==> src/rtl/dispatch_pkg.sv <==
/* Dispatch decode-group types. Slot masks, slot selects and the per-class
   masks that decode hands to the distributor. */

package dispatch_pkg;

  //****************************************
  // Decode group geometry
  //****************************************

  localparam int NUM_SLOTS = 10;  // Slots in one decode group.

  // One bit per slot, set where the slot holds an op of a given class.
  typedef logic [NUM_SLOTS-1:0] slot_mask_t;

  // A slot select is one-hot on the chosen slot.
  // An idle issue port carries all ones instead.
  typedef logic [NUM_SLOTS-1:0] slot_sel_t;

  localparam slot_sel_t SEL_EMPTY = '1;  // Port has nothing to issue.

  //****************************************
  // Class masks from decode
  //****************************************

  // Decode may mark a slot in at most one class.
  // A slot with no class bit set is not dispatched here.
  typedef struct packed {
    slot_mask_t load;   // Memory reads.
    slot_mask_t store;  // Memory writes, which win the memory lanes first.
    slot_mask_t alu;    // Simple integer ops.
    slot_mask_t shift;  // Shifts and rotates.
  } class_masks_t;

endpackage

==> src/rtl/port_pkg.sv <==
/* Issue port layout. Lane groups, port bases and the round-robin pointer
   used to spread work across a group. */

package port_pkg;

  //****************************************
  // Port map
  //****************************************

  localparam int LANES     = 3;  // Lanes in each port group.
  localparam int NUM_PORTS = 9;

  // First physical port of each group.
  localparam int MEM_BASE   = 0;
  localparam int ALU_BASE   = 3;
  localparam int SHIFT_BASE = 6;

  // Lane i of a group holds the slot select for that lane.
  typedef dispatch_pkg::slot_sel_t [LANES-1:0] lane_group_t;

  typedef logic [1:0] lane_count_t;  // Lanes used, 0 to 3.

  // One-hot rotation offset. Bit r set means lane i lands on port (i + r) mod 3.
  typedef logic [LANES-1:0] rot_ptr_t;

  localparam rot_ptr_t PTR_RESET = rot_ptr_t'(1);

  // Outgoing selects for all nine ports, grouped by unit.
  typedef struct packed {
    lane_group_t mem;    // Ports 0 to 2.
    lane_group_t alu;    // Ports 3 to 5.
    lane_group_t shift;  // Ports 6 to 8.
  } port_bundle_t;

endpackage

==> src/rtl/dispatch_distrib.sv <==
/* Dispatch distributor. Sends up to nine slots of a decode group to the
   memory, ALU and shift issue ports and reports which slots were granted. */

`timescale 1ns/100ps

module dispatch_distrib (
  input  logic                       clk,
  input  logic                       rst,
  input  logic                       stall,
  input  dispatch_pkg::class_masks_t classes,
  output port_pkg::port_bundle_t     ports,
  output dispatch_pkg::slot_mask_t   granted
);
  import dispatch_pkg::*;
  import port_pkg::*;

  lane_group_t load_lanes;
  lane_group_t store_lanes;
  lane_group_t alu_lanes;
  lane_group_t shift_lanes;
  lane_count_t store_used;
  lane_count_t shift_used;

  lane_group_t mem_lanes;   // Stores then loads, in logical lane order.
  lane_count_t mem_used;
  lane_group_t mem_rot;
  lane_group_t shift_rot;

  slot_sel_t [NUM_PORTS-1:0] port_sel;  // Flat view of all issue ports.

  //****************************************
  // Per-class slot selection
  //****************************************

  // Load count is implied by the merged memory lanes. ALU lanes never rotate.
  kth_slot_select u_load_sel (
    .mask  (classes.load),
    .lanes (load_lanes),
    .used  ()
  );

  kth_slot_select u_store_sel (
    .mask  (classes.store),
    .lanes (store_lanes),
    .used  (store_used)
  );

  kth_slot_select u_alu_sel (
    .mask  (classes.alu),
    .lanes (alu_lanes),
    .used  ()
  );

  kth_slot_select u_shift_sel (
    .mask  (classes.shift),
    .lanes (shift_lanes),
    .used  (shift_used)
  );

  mem_port_merge u_mem_merge (
    .store_lanes (store_lanes),
    .store_used  (store_used),
    .load_lanes  (load_lanes),
    .lanes       (mem_lanes),
    .used        (mem_used)
  );

  //****************************************
  // Round-robin rotation
  //****************************************

  port_rotator u_mem_rot (
    .clk       (clk),
    .rst       (rst),
    .stall     (stall),
    .lanes_in  (mem_lanes),
    .used      (mem_used),
    .lanes_out (mem_rot)
  );

  port_rotator u_shift_rot (
    .clk       (clk),
    .rst       (rst),
    .stall     (stall),
    .lanes_in  (shift_lanes),
    .used      (shift_used),
    .lanes_out (shift_rot)
  );

  //****************************************
  // Port bundle and granted mask
  //****************************************

  assign port_sel[MEM_BASE +: LANES]   = mem_rot;
  assign port_sel[ALU_BASE +: LANES]   = alu_lanes;
  assign port_sel[SHIFT_BASE +: LANES] = shift_rot;

  assign ports.mem   = port_sel[MEM_BASE +: LANES];
  assign ports.alu   = port_sel[ALU_BASE +: LANES];
  assign ports.shift = port_sel[SHIFT_BASE +: LANES];

  // Each busy port is one-hot on its slot, so the OR marks every dispatched slot.
  always_comb begin
    granted = '0;
    for (int p = 0; p < NUM_PORTS; p++) begin
      if (port_sel[p] != SEL_EMPTY) begin
        granted = granted | port_sel[p];
      end
    end
  end

endmodule

==> src/rtl/kth_slot_select.sv <==
/* Picks the first few set slots of a class mask, in slot order, and gives
   each one a lane of its own. */

`timescale 1ns/100ps

module kth_slot_select (
  input  dispatch_pkg::slot_mask_t mask,
  output port_pkg::lane_group_t    lanes,
  output port_pkg::lane_count_t    used
);
  import dispatch_pkg::*;
  import port_pkg::*;

  // Wide enough to count every slot in the group.
  typedef logic [$clog2(NUM_SLOTS + 1)-1:0] slot_cnt_t;

  slot_cnt_t prefix [NUM_SLOTS];  // Set bits in mask[s:0].

  //****************************************
  // Prefix population counts
  //****************************************

  always_comb begin
    prefix[0] = slot_cnt_t'(mask[0]);
    for (int s = 1; s < NUM_SLOTS; s++) begin
      prefix[s] = prefix[s-1] + slot_cnt_t'(mask[s]);
    end
  end

  //****************************************
  // Lane k takes the (k+1)-th set slot
  //****************************************

  // A slot is the k-th set bit when it is set and its prefix count first
  // reaches k+1 there. At most one slot can match, so the select stays one-hot.
  always_comb begin
    for (int k = 0; k < LANES; k++) begin
      lanes[k] = '0;
      for (int s = 0; s < NUM_SLOTS; s++) begin
        lanes[k][s] = mask[s] && (prefix[s] == slot_cnt_t'(k + 1));
      end
      if (lanes[k] == '0) begin
        lanes[k] = SEL_EMPTY;  // Fewer than k+1 slots in this class.
      end
    end
  end

  // Lanes filled is the popcount, capped at the group size.
  always_comb begin
    if (prefix[NUM_SLOTS-1] < slot_cnt_t'(LANES)) begin
      used = lane_count_t'(prefix[NUM_SLOTS-1]);
    end else begin
      used = lane_count_t'(LANES);
    end
  end

endmodule

==> src/rtl/mem_port_merge.sv <==
/* Memory lane merge. Stores take the leading lanes and loads
   fill whatever is left. */

`timescale 1ns/100ps

module mem_port_merge (
  input  port_pkg::lane_group_t store_lanes,
  input  port_pkg::lane_count_t store_used,
  input  port_pkg::lane_group_t load_lanes,
  output port_pkg::lane_group_t lanes,
  output port_pkg::lane_count_t used
);
  import dispatch_pkg::*;
  import port_pkg::*;

  //****************************************
  // Store before load
  //****************************************

  // Stores sit in lanes 0 to store_used-1. The lanes after them are filled
  // with the loads from load lane 0 upward, so loads also stay in slot order.
  always_comb begin
    for (int i = 0; i < LANES; i++) begin
      if (lane_count_t'(i) < store_used) begin
        lanes[i] = store_lanes[i];
      end else begin
        lanes[i] = load_lanes[i - int'(store_used)];
      end
    end
  end

  // Lanes actually carrying an op. This sets how far the rotation pointer moves.
  always_comb begin
    used = '0;
    for (int i = 0; i < LANES; i++) begin
      if (lanes[i] != SEL_EMPTY) begin
        used = used + 1'b1;
      end
    end
  end

endmodule

==> src/rtl/port_rotator.sv <==
/* Round-robin rotation of one lane group onto its three ports, with
   the pointer advanced by the lanes used each unstalled cycle. */

`timescale 1ns/100ps

module port_rotator (
  input  logic                  clk,
  input  logic                  rst,
  input  logic                  stall,
  input  port_pkg::lane_group_t lanes_in,
  input  port_pkg::lane_count_t used,
  output port_pkg::lane_group_t lanes_out
);
  import port_pkg::*;

  rot_ptr_t ptr;
  rot_ptr_t ptr_next;

  //****************************************
  // Lane to port mapping
  //****************************************

  // Logical lane i goes out on port (i + r) mod 3 for pointer bit r.
  always_comb begin
    lanes_out = lanes_in;
    for (int r = 0; r < LANES; r++) begin
      if (ptr[r]) begin
        for (int i = 0; i < LANES; i++) begin
          lanes_out[(i + r) % LANES] = lanes_in[i];
        end
      end
    end
  end

  //****************************************
  // Pointer update
  //****************************************

  // Advancing by the lanes used keeps the next op on the port after the last one.
  always_comb begin
    case (used)
      2'd1:    ptr_next = {ptr[LANES-2:0], ptr[LANES-1]};  // r + 1.
      2'd2:    ptr_next = {ptr[0], ptr[LANES-1:1]};        // r + 2.
      default: ptr_next = ptr;  // Zero or a full group leaves r unchanged.
    endcase
  end

  always_ff @(posedge clk) begin
    if (rst) begin
      ptr <= PTR_RESET;
    end else if (!stall) begin
      ptr <= ptr_next;  // Held while decode replays a stalled group.
    end
  end

endmodule

==> config.mk <==
export PLATFORM = sky130hd
export DESIGN_NAME = dispatch_distrib
export DESIGN_NICKNAME = d
export VERILOG_FILES = /design/src/rtl/dispatch_pkg.sv /design/src/rtl/port_pkg.sv /design/src/rtl/dispatch_distrib.sv /design/src/rtl/kth_slot_select.sv /design/src/rtl/mem_port_merge.sv /design/src/rtl/port_rotator.sv
export SDC_FILE = /design/constraint.sdc
export NUM_CORES = 1
export LEC_CHECK = 0
export BUFFER_PORTS_ARGS = -buffer_cell sky130_fd_sc_hd__buf_4
export CAP_MARGIN = 25
export CELL_PAD_IN_SITES_DETAIL_PLACEMENT = 0
export CELL_PAD_IN_SITES_GLOBAL_PLACEMENT = 1
export CORE_UTILIZATION = 42
export CTS_CLUSTER_SIZE = 14
export DETAILED_ROUTE_END_ITERATION = 6
export PLACE_DENSITY_LB_ADDON = 0.1
export SLEW_MARGIN = 5
export SYNTH_ARGS = -nofsm -noshare
export SYNTH_HDL_FRONTEND = slang
export SYNTH_SLANG_ARGS = --single-unit
export TNS_END_PERCENT = 100
==> constraint.sdc <==
create_clock -name clk -period 13.5 [get_ports clk]
set_clock_uncertainty 0.05 [all_clocks]
set_input_delay 2.7 -clock clk [delete_from_list [all_inputs] [get_ports clk]]
set_output_delay 2.7 -clock clk [all_outputs]
set_load 0.02 [all_outputs]
# Word level (Yosys, flattened, before mapping)
# Index checks and enable logic that the tools add are counted.
[totals]
register_bits = 6
inputBits = 43
[classes]
n_addsub = 41
magnitude_cmp = 8
n_eq_ne = 124
muxes = 44
n_bitwise = 9
n_reduce_logical = 124
[ops]
columns = ["cell", "n"]
rows = [
  ["10-bit 2-to-1 mux", 30],
  ["4-bit by 2-bit == test with 1-bit output (second input constant)", 72],
  ["4-bit by 1-bit == test with 1-bit output (second input constant)", 36],
  ["4-bit by 1-bit adder with 4-bit output", 32],
  ["10-bit logical NOT", 12],
  ["30-bit 2-to-1 mux", 4],
  ["10-bit inequality test (second input constant)", 12],
  ["1-bit logical AND", 108],
  ["32-bit by 4-bit less-than comparator with 1-bit output (second input constant)", 3],
  ["10-bit OR", 8],
  ["10-bit binary-select mux with 2-bit select", 3],
  ["3-bit case mux with 2 select lines", 2],
  ["1-bit by 1-bit adder with 2-bit output", 4],
  ["4-bit by 2-bit less-than comparator with 1-bit output (second input constant)", 2],
  ["2-bit 2-to-1 mux", 4],
  ["1-bit by 2-bit subtractor with 3-bit output (first input constant)", 2],
  ["2-bit by 1-bit == test with 1-bit output (second input constant)", 2],
  ["2-bit == test (second input constant)", 2],
  ["1-bit by 2-bit less-than comparator with 1-bit output (first input constant)", 2],
  ["2-bit AND reduction", 2],
  ["2-bit nonzero test", 2],
  ["2-bit by 2-bit subtractor with 3-bit output (first input constant)", 1],
  ["1-bit by 1-bit adder with 2-bit output (second input constant)", 1],
  ["2-bit by 1-bit adder with 2-bit output (second input constant)", 1],
  ["other kinds (3)", 3],
]

# Logic depth before layout (Yosys ltp)
[depth]
word_depth = 37
depth_mapped = 34
depth_no_buf = 32

# By module
# Synthesis repeated with hierarchy kept, for this count alone.
[unflattened]
cells_unflattened = 1108
area_unflattened_um2 = 8360.5
[modules_own_cells]
columns = ["module", "n_inst", "cells_each", "area_each_um2", "seq_area_each_um2"]
rows = [
  ["kth_slot_select (u_alu_sel ...)", 3, 151, 1162.4, 0.0],
  ["port_rotator", 2, 117, 830.8, 60.1],
  ["mem_port_merge", 1, 164, 1152.4, 0.0],
  ["kth_slot_select (u_store_sel)", 1, 148, 1149.9, 0.0],
  ["dispatch_distrib", 1, 109, 909.6, 0.0],
]

# Worst setup path after synthesis
# No wires, ideal clock.
[synth_path]
kind = "input port to output port"
start = "input classes[20] (netlist bit)"
end = "output granted[9]"
arrival_ns = 9.784
t_required_ns = 10.750
slack_ns = 0.966
cell_stages = 27
path_buffers = 1
path_cell_list = "fa_1 -> ha_1 -> fa_1 -> ha_1 -> ha_1 -> ha_1 -> ha_1 -> ha_1 -> ha_1 -> nand2b_1 -> a21oi_1 -> nand3_1 -> mux2i_1 -> nor3_4 -> inv_1 -> buf_1 -> ha_1 -> nor4bb_1 -> a21oi_1 -> o21ai_0 -> a31o_2 -> o41a_1 -> a2bb2oi_1 -> and3_1 -> nand3_4 -> a221oi_1 -> nand2_1"
[synth_rtl]
columns = ["item", "line_no", "rtl"]
rows = [
  ["start: declaration", "dispatch_distrib.sv:10", "input dispatch_pkg::class_masks_t classes,"],
  ["end: declaration", "dispatch_distrib.sv:12", "output dispatch_pkg::slot_mask_t granted"],
]

# Worst setup path after layout
[layout_path]
start = "input classes[20] (netlist bit)"
end = "output granted[9]"
[layout_via]
elab_chain_cells = 36
elab_cells_between_ends = 111
classes_between = "12 x add/sub; 4 x order compare; 30 x eq/ne; 27 x mux; 8 x bitwise; 30 x reduce/logical"
[layout_lines]
columns = ["item", "line_no", "rtl"]
rows = [
  ["1-bit by 1-bit adder with 2-bit output", "kth_slot_select.sv:26", "prefix[s] = prefix[s-1] + slot_cnt_t'(mask[s]);"],
  ["4-bit by 1-bit adder with 4-bit output (8 in a row)", "kth_slot_select.sv:26", ""],
  ["4-bit by 2-bit less-than comparator with 1-bit output", "kth_slot_select.sv:50", "if (prefix[NUM_SLOTS-1] < slot_cnt_t'(LANES)) begin"],
  ["2-bit 2-to-1 mux", "kth_slot_select.sv:50", ""],
  ["1-bit by 2-bit subtractor with 3-bit output / 2-bit by 2-bit subtractor with 3-bit output (equally long branches)", "mem_port_merge.sv:27", "lanes[i] = load_lanes[i - int'(store_used)];"],
  ["10-bit binary-select mux with 2-bit select", "mem_port_merge.sv:27", ""],
  ["10-bit 2-to-1 mux (implied by the code) (2 in a row)", "mem_port_merge.sv:27", ""],
  ["10-bit 2-to-1 mux", "mem_port_merge.sv:24", "if (lane_count_t'(i) < store_used) begin"],
  ["[... 12 more ...]", "-", ""],
  ["10-bit OR", "dispatch_distrib.sv:107", "granted = granted | port_sel[p];"],
  ["10-bit 2-to-1 mux *", "dispatch_distrib.sv:106", "if (port_sel[p] != SEL_EMPTY) begin"],
  ["10-bit OR", "dispatch_distrib.sv:107", ""],
  ["10-bit 2-to-1 mux *", "dispatch_distrib.sv:106", ""],
  ["10-bit OR", "dispatch_distrib.sv:107", ""],
  ["10-bit 2-to-1 mux *", "dispatch_distrib.sv:106", ""],
  ["10-bit OR", "dispatch_distrib.sv:107", ""],
  ["10-bit 2-to-1 mux *", "dispatch_distrib.sv:106", ""],
]
# Every way passes the cells marked *; elsewhere a longest branch is shown, timed or not. The select of a mux whose other input is x is not followed.

==> impl_metrics.csv <==
group,metric,value,unit
synth,ys.flop_type,"dfxtp_1",
global_route,met3_usage,0.02735,
worst_setup_path,start_kind,"input pin",
timing,setup_violations,0,
detailed_routing,wire_per_inst,21.64,um
timing,fin_crit_sh,0.9640,
synth,synthArstFlopShare,0,
layout,nets,1422,
synth,synth_fp_nets,1262,
die,start_util,0.4275,
clock_network,clockRootBuffer,"clkbuf_16",
clock_network,clock_latency,0.22,ns
layout,regArea,120.1,um^2
worst_hold_path,min-delay-path-class,"register to register",
synth,synthTopCellsByArea,"ha_1 13%, nand2_1 6.6%, nand3_1 4.5%, nor2_1 3.7%, mux2i_1 3.1%",
detailed_routing,antenna_left,0,
timing,timing.max_slew.rel_slack,0.3360,
worst_setup_path,worstPathArrival,10.26,ns
clock_network,cts.clk_slew.worst_paths,0.03,ns
layout,n_antenna_cell,0,
die,io_pins,143,
worst_setup_path,crit_path_max_fanout,10,
outcome,outcome,"finished clean",
clock_network,cts_hold_buf,0,
clock_network,cts_buffers,3,
clock_network,cts_tree,"done",
place,postPlaceCellArea,9527,um^2
timing,post-route-min-period,13.01,ns
layout,area_growth,21.09,%
layout,fillCellCount,1894,
place,finalWeightedCongestion,1.034,
die,die_h,140.0,um
timing,worst_pin_slew,0.9946,ns
detailed_routing,viasPerCell,6.545,
synth,syn_area_per_cell,7.064,um^2
global_route,grtUsageTotal,0.3257,
global_route,grt_max_degree,42,
detailed_routing,dr.pass1.iters,5,
layout,drive_gt1_frac,0.2109,
synth,yosysWarnings,0,
place,place_hpwl,27.49,mm
global_route,grt_pass1_vias,9502,
die,die_w,140.0,um
worst_setup_path,end_kind,"output pin",
die,core,18710,um^2
detailed_routing,wirelength,32.99,mm
synth,yosysTopAreaCell,"ha_1",
global_route,use_met2,0.5545,
clock_network,cts_max_level,1,
detailed_routing,drt_iter0_drc,954,
timing,hold_violations,0,
place,port_buffers,142,
worst_setup_path,worstSetupPathType,"input pin to output pin",
synth,syn-cell-area,7996,um^2
die,num_rows,50,
global_route,overflow,0,
timing,maxSlewViolCount,0,
job,max_cap_violations,0,
synth,ys_types,115,
detailed_routing,drc,0,
global_route,grt_pass1_wl,51.19,mm
clock_network,clkSinkCount,6,
die,die_area,19590,um^2
layout,multi_input_area,7543,um^2
detailed_routing,routed-via-count,9974,
global_route,antenna_found_initial,0,
global_route,busiest_layer,"met2",
synth,synth_seq_cells,6,
timing,rsz0062_at_grt,"false",
timing,fin_setup_tns,0,ns
layout,fin_area,9683,um^2
clock_network,clock_path_buffers,2,
synth,synth_edf_count,0,
synth,synthCells,1132,
synth,yosys.area.top_type_share,0.1252,
worst_setup_path,cp.required,10.75,ns
synth,synth_seq_area_share,0.01502,
global_route,grt_use_met1,0.4035,
timing,max_freq,76.84,MHz
[kinds of logic (layout without fill, tap and decap cells)]
kind of cell    Yosys count  count (layout)  synth area share
fa+ha+maj                87              87            0.1427
mux                      33              33           0.04287
xor+xnor                 48              48           0.07792
compound gates          326             326            0.3076
buf+inv                  92             250           0.04616
simple gates            540             540            0.3677
flops                     6               6           0.01502
[through the flow]
| stage | worst slack, ns | cells | util | hold slack, ns |
|---|---|---|---|---|
| after floorplan | 0.9656 | 1132 | - | 0.4355 |
| final | 0.4857 | 1524 | 0.5177 | 0.4806 |
| after CTS | 0.2996 | 1518 | 0.5133 | 0.4817 |
| after global routing | 0.04679 | 1524 | 0.5177 | 0.5566 |
| after global placement | 0.3999 | 1515 | 0.5093 | 0.4574 |
| after detailed placement | 0.3166 | 1515 | 0.5093 | 0.4706 |
[cells in the mapped netlist, types with 9 or more instances]
master    number
nor2b_1       20
o21ai_0       48
o211ai_1      15
clkbuf_1      24
nor2_1        78
or3_1         13
nand3b_1      14
nand2_1      140
nand4_1       21
ha_1          80
a31oi_1       19
a211oi_1      14
inv_1         51
and2_1        17
mux2i_1       25
nand4b_1      10
xnor2_1       19
a221o_1       10
nand2b_1      18
a22oi_1       11
nand3_1       72
o31ai_1       13
nor3_1        35
or4_1          9
a221oi_1      12
and3_1        20
nor4_1        18
xor2_1        13
a21oi_1       47
[routing by layer]
| layer | up-vias | share of wire |
|---|---|---|
| met5 | - | 0 |
| met4 | 0 | 0.059 |
| met2 | 500 | 0.47 |
| met3 | 116 | 0.066 |
| met1 | 4631 | 0.41 |
| li1 | 4727 | - |
[cells in the final DEF, fill, tap and decap left out, types with 20 or more instances in the layout]
master	n
nand3_1	72
a21oi_1	47
inv_1	51
ha_1	79
mux2i_1	24
nand2_1	140
nand4_1	21
and3_1	20
buf_4	193
o21ai_0	48
nor2_1	78
nor3_1	35
[registers in the layout, summed over array words and instances (netlist names)]
name and cells:
u_mem_rot.ptr 3, u_shift_rot.ptr 3
[cell type report]
| type | count | share of cell area |
|---|---|---|
| tap | 234 | 0.03024 |
| timing repair buffer | 193 | 0.1496 |
| clock buffer | 3 | 0.007753 |
| multi-input combinational | 1034 | 0.7790 |
| sequential | 6 | 0.01240 |
| inverter | 54 | 0.02093 |
[worst paths after layout]
| check | from | end | slack (ns) | depth (start not counted) |
|---|---|---|---|---|
| setup / recovery | classes[20] | granted[9] | 0.49 | 27 |
| hold / removal | u_mem_rot.ptr[0]$_SDFFE_PP1P_ | u_mem_rot.ptr[0]$_SDFFE_PP1P_ | 0.48 | 2 |
| setup reg to reg | u_mem_rot.ptr[2]$_SDFFE_PP0P_ | u_mem_rot.ptr[0]$_SDFFE_PP1P_ | 11.74 | 5 |
| hold reg to reg | u_mem_rot.ptr[0]$_SDFFE_PP1P_ | u_mem_rot.ptr[0]$_SDFFE_PP1P_ | 0.48 | 2 |
[worst max-delay path: stages]
cell and delay [ns]:
buf_4 0.14, fa_1 0.64, ha_1 0.21, fa_1 0.50
ha_1 0.38, ha_1 0.37, ha_1 0.37, ha_1 0.38
ha_1 0.41, ha_1 0.26, nand2b_1 0.09, a21oi_1 0.17
nand3_1 0.12, mux2i_2 0.28, nor3_4 0.09, ha_1 0.33
o31a_1 0.19, a41oi_4 0.28, o21ai_1 0.10, a31o_2 0.22
a211o_1 0.33, or3_4 0.43, a2111oi_4 0.40, nand3_4 0.21
a221oi_1 0.33, nand2_1 0.14, buf_4 0.18
[what timing repair did]
item | in CTS | in global routing
setup buffers | 0 | 6
endpoints found under the setup margin | 0 | 10
resized for setup | 0 | 7
Power is not shown: default switching activity piles up to over one toggle a cycle in this logic, so the estimate is an artifact.
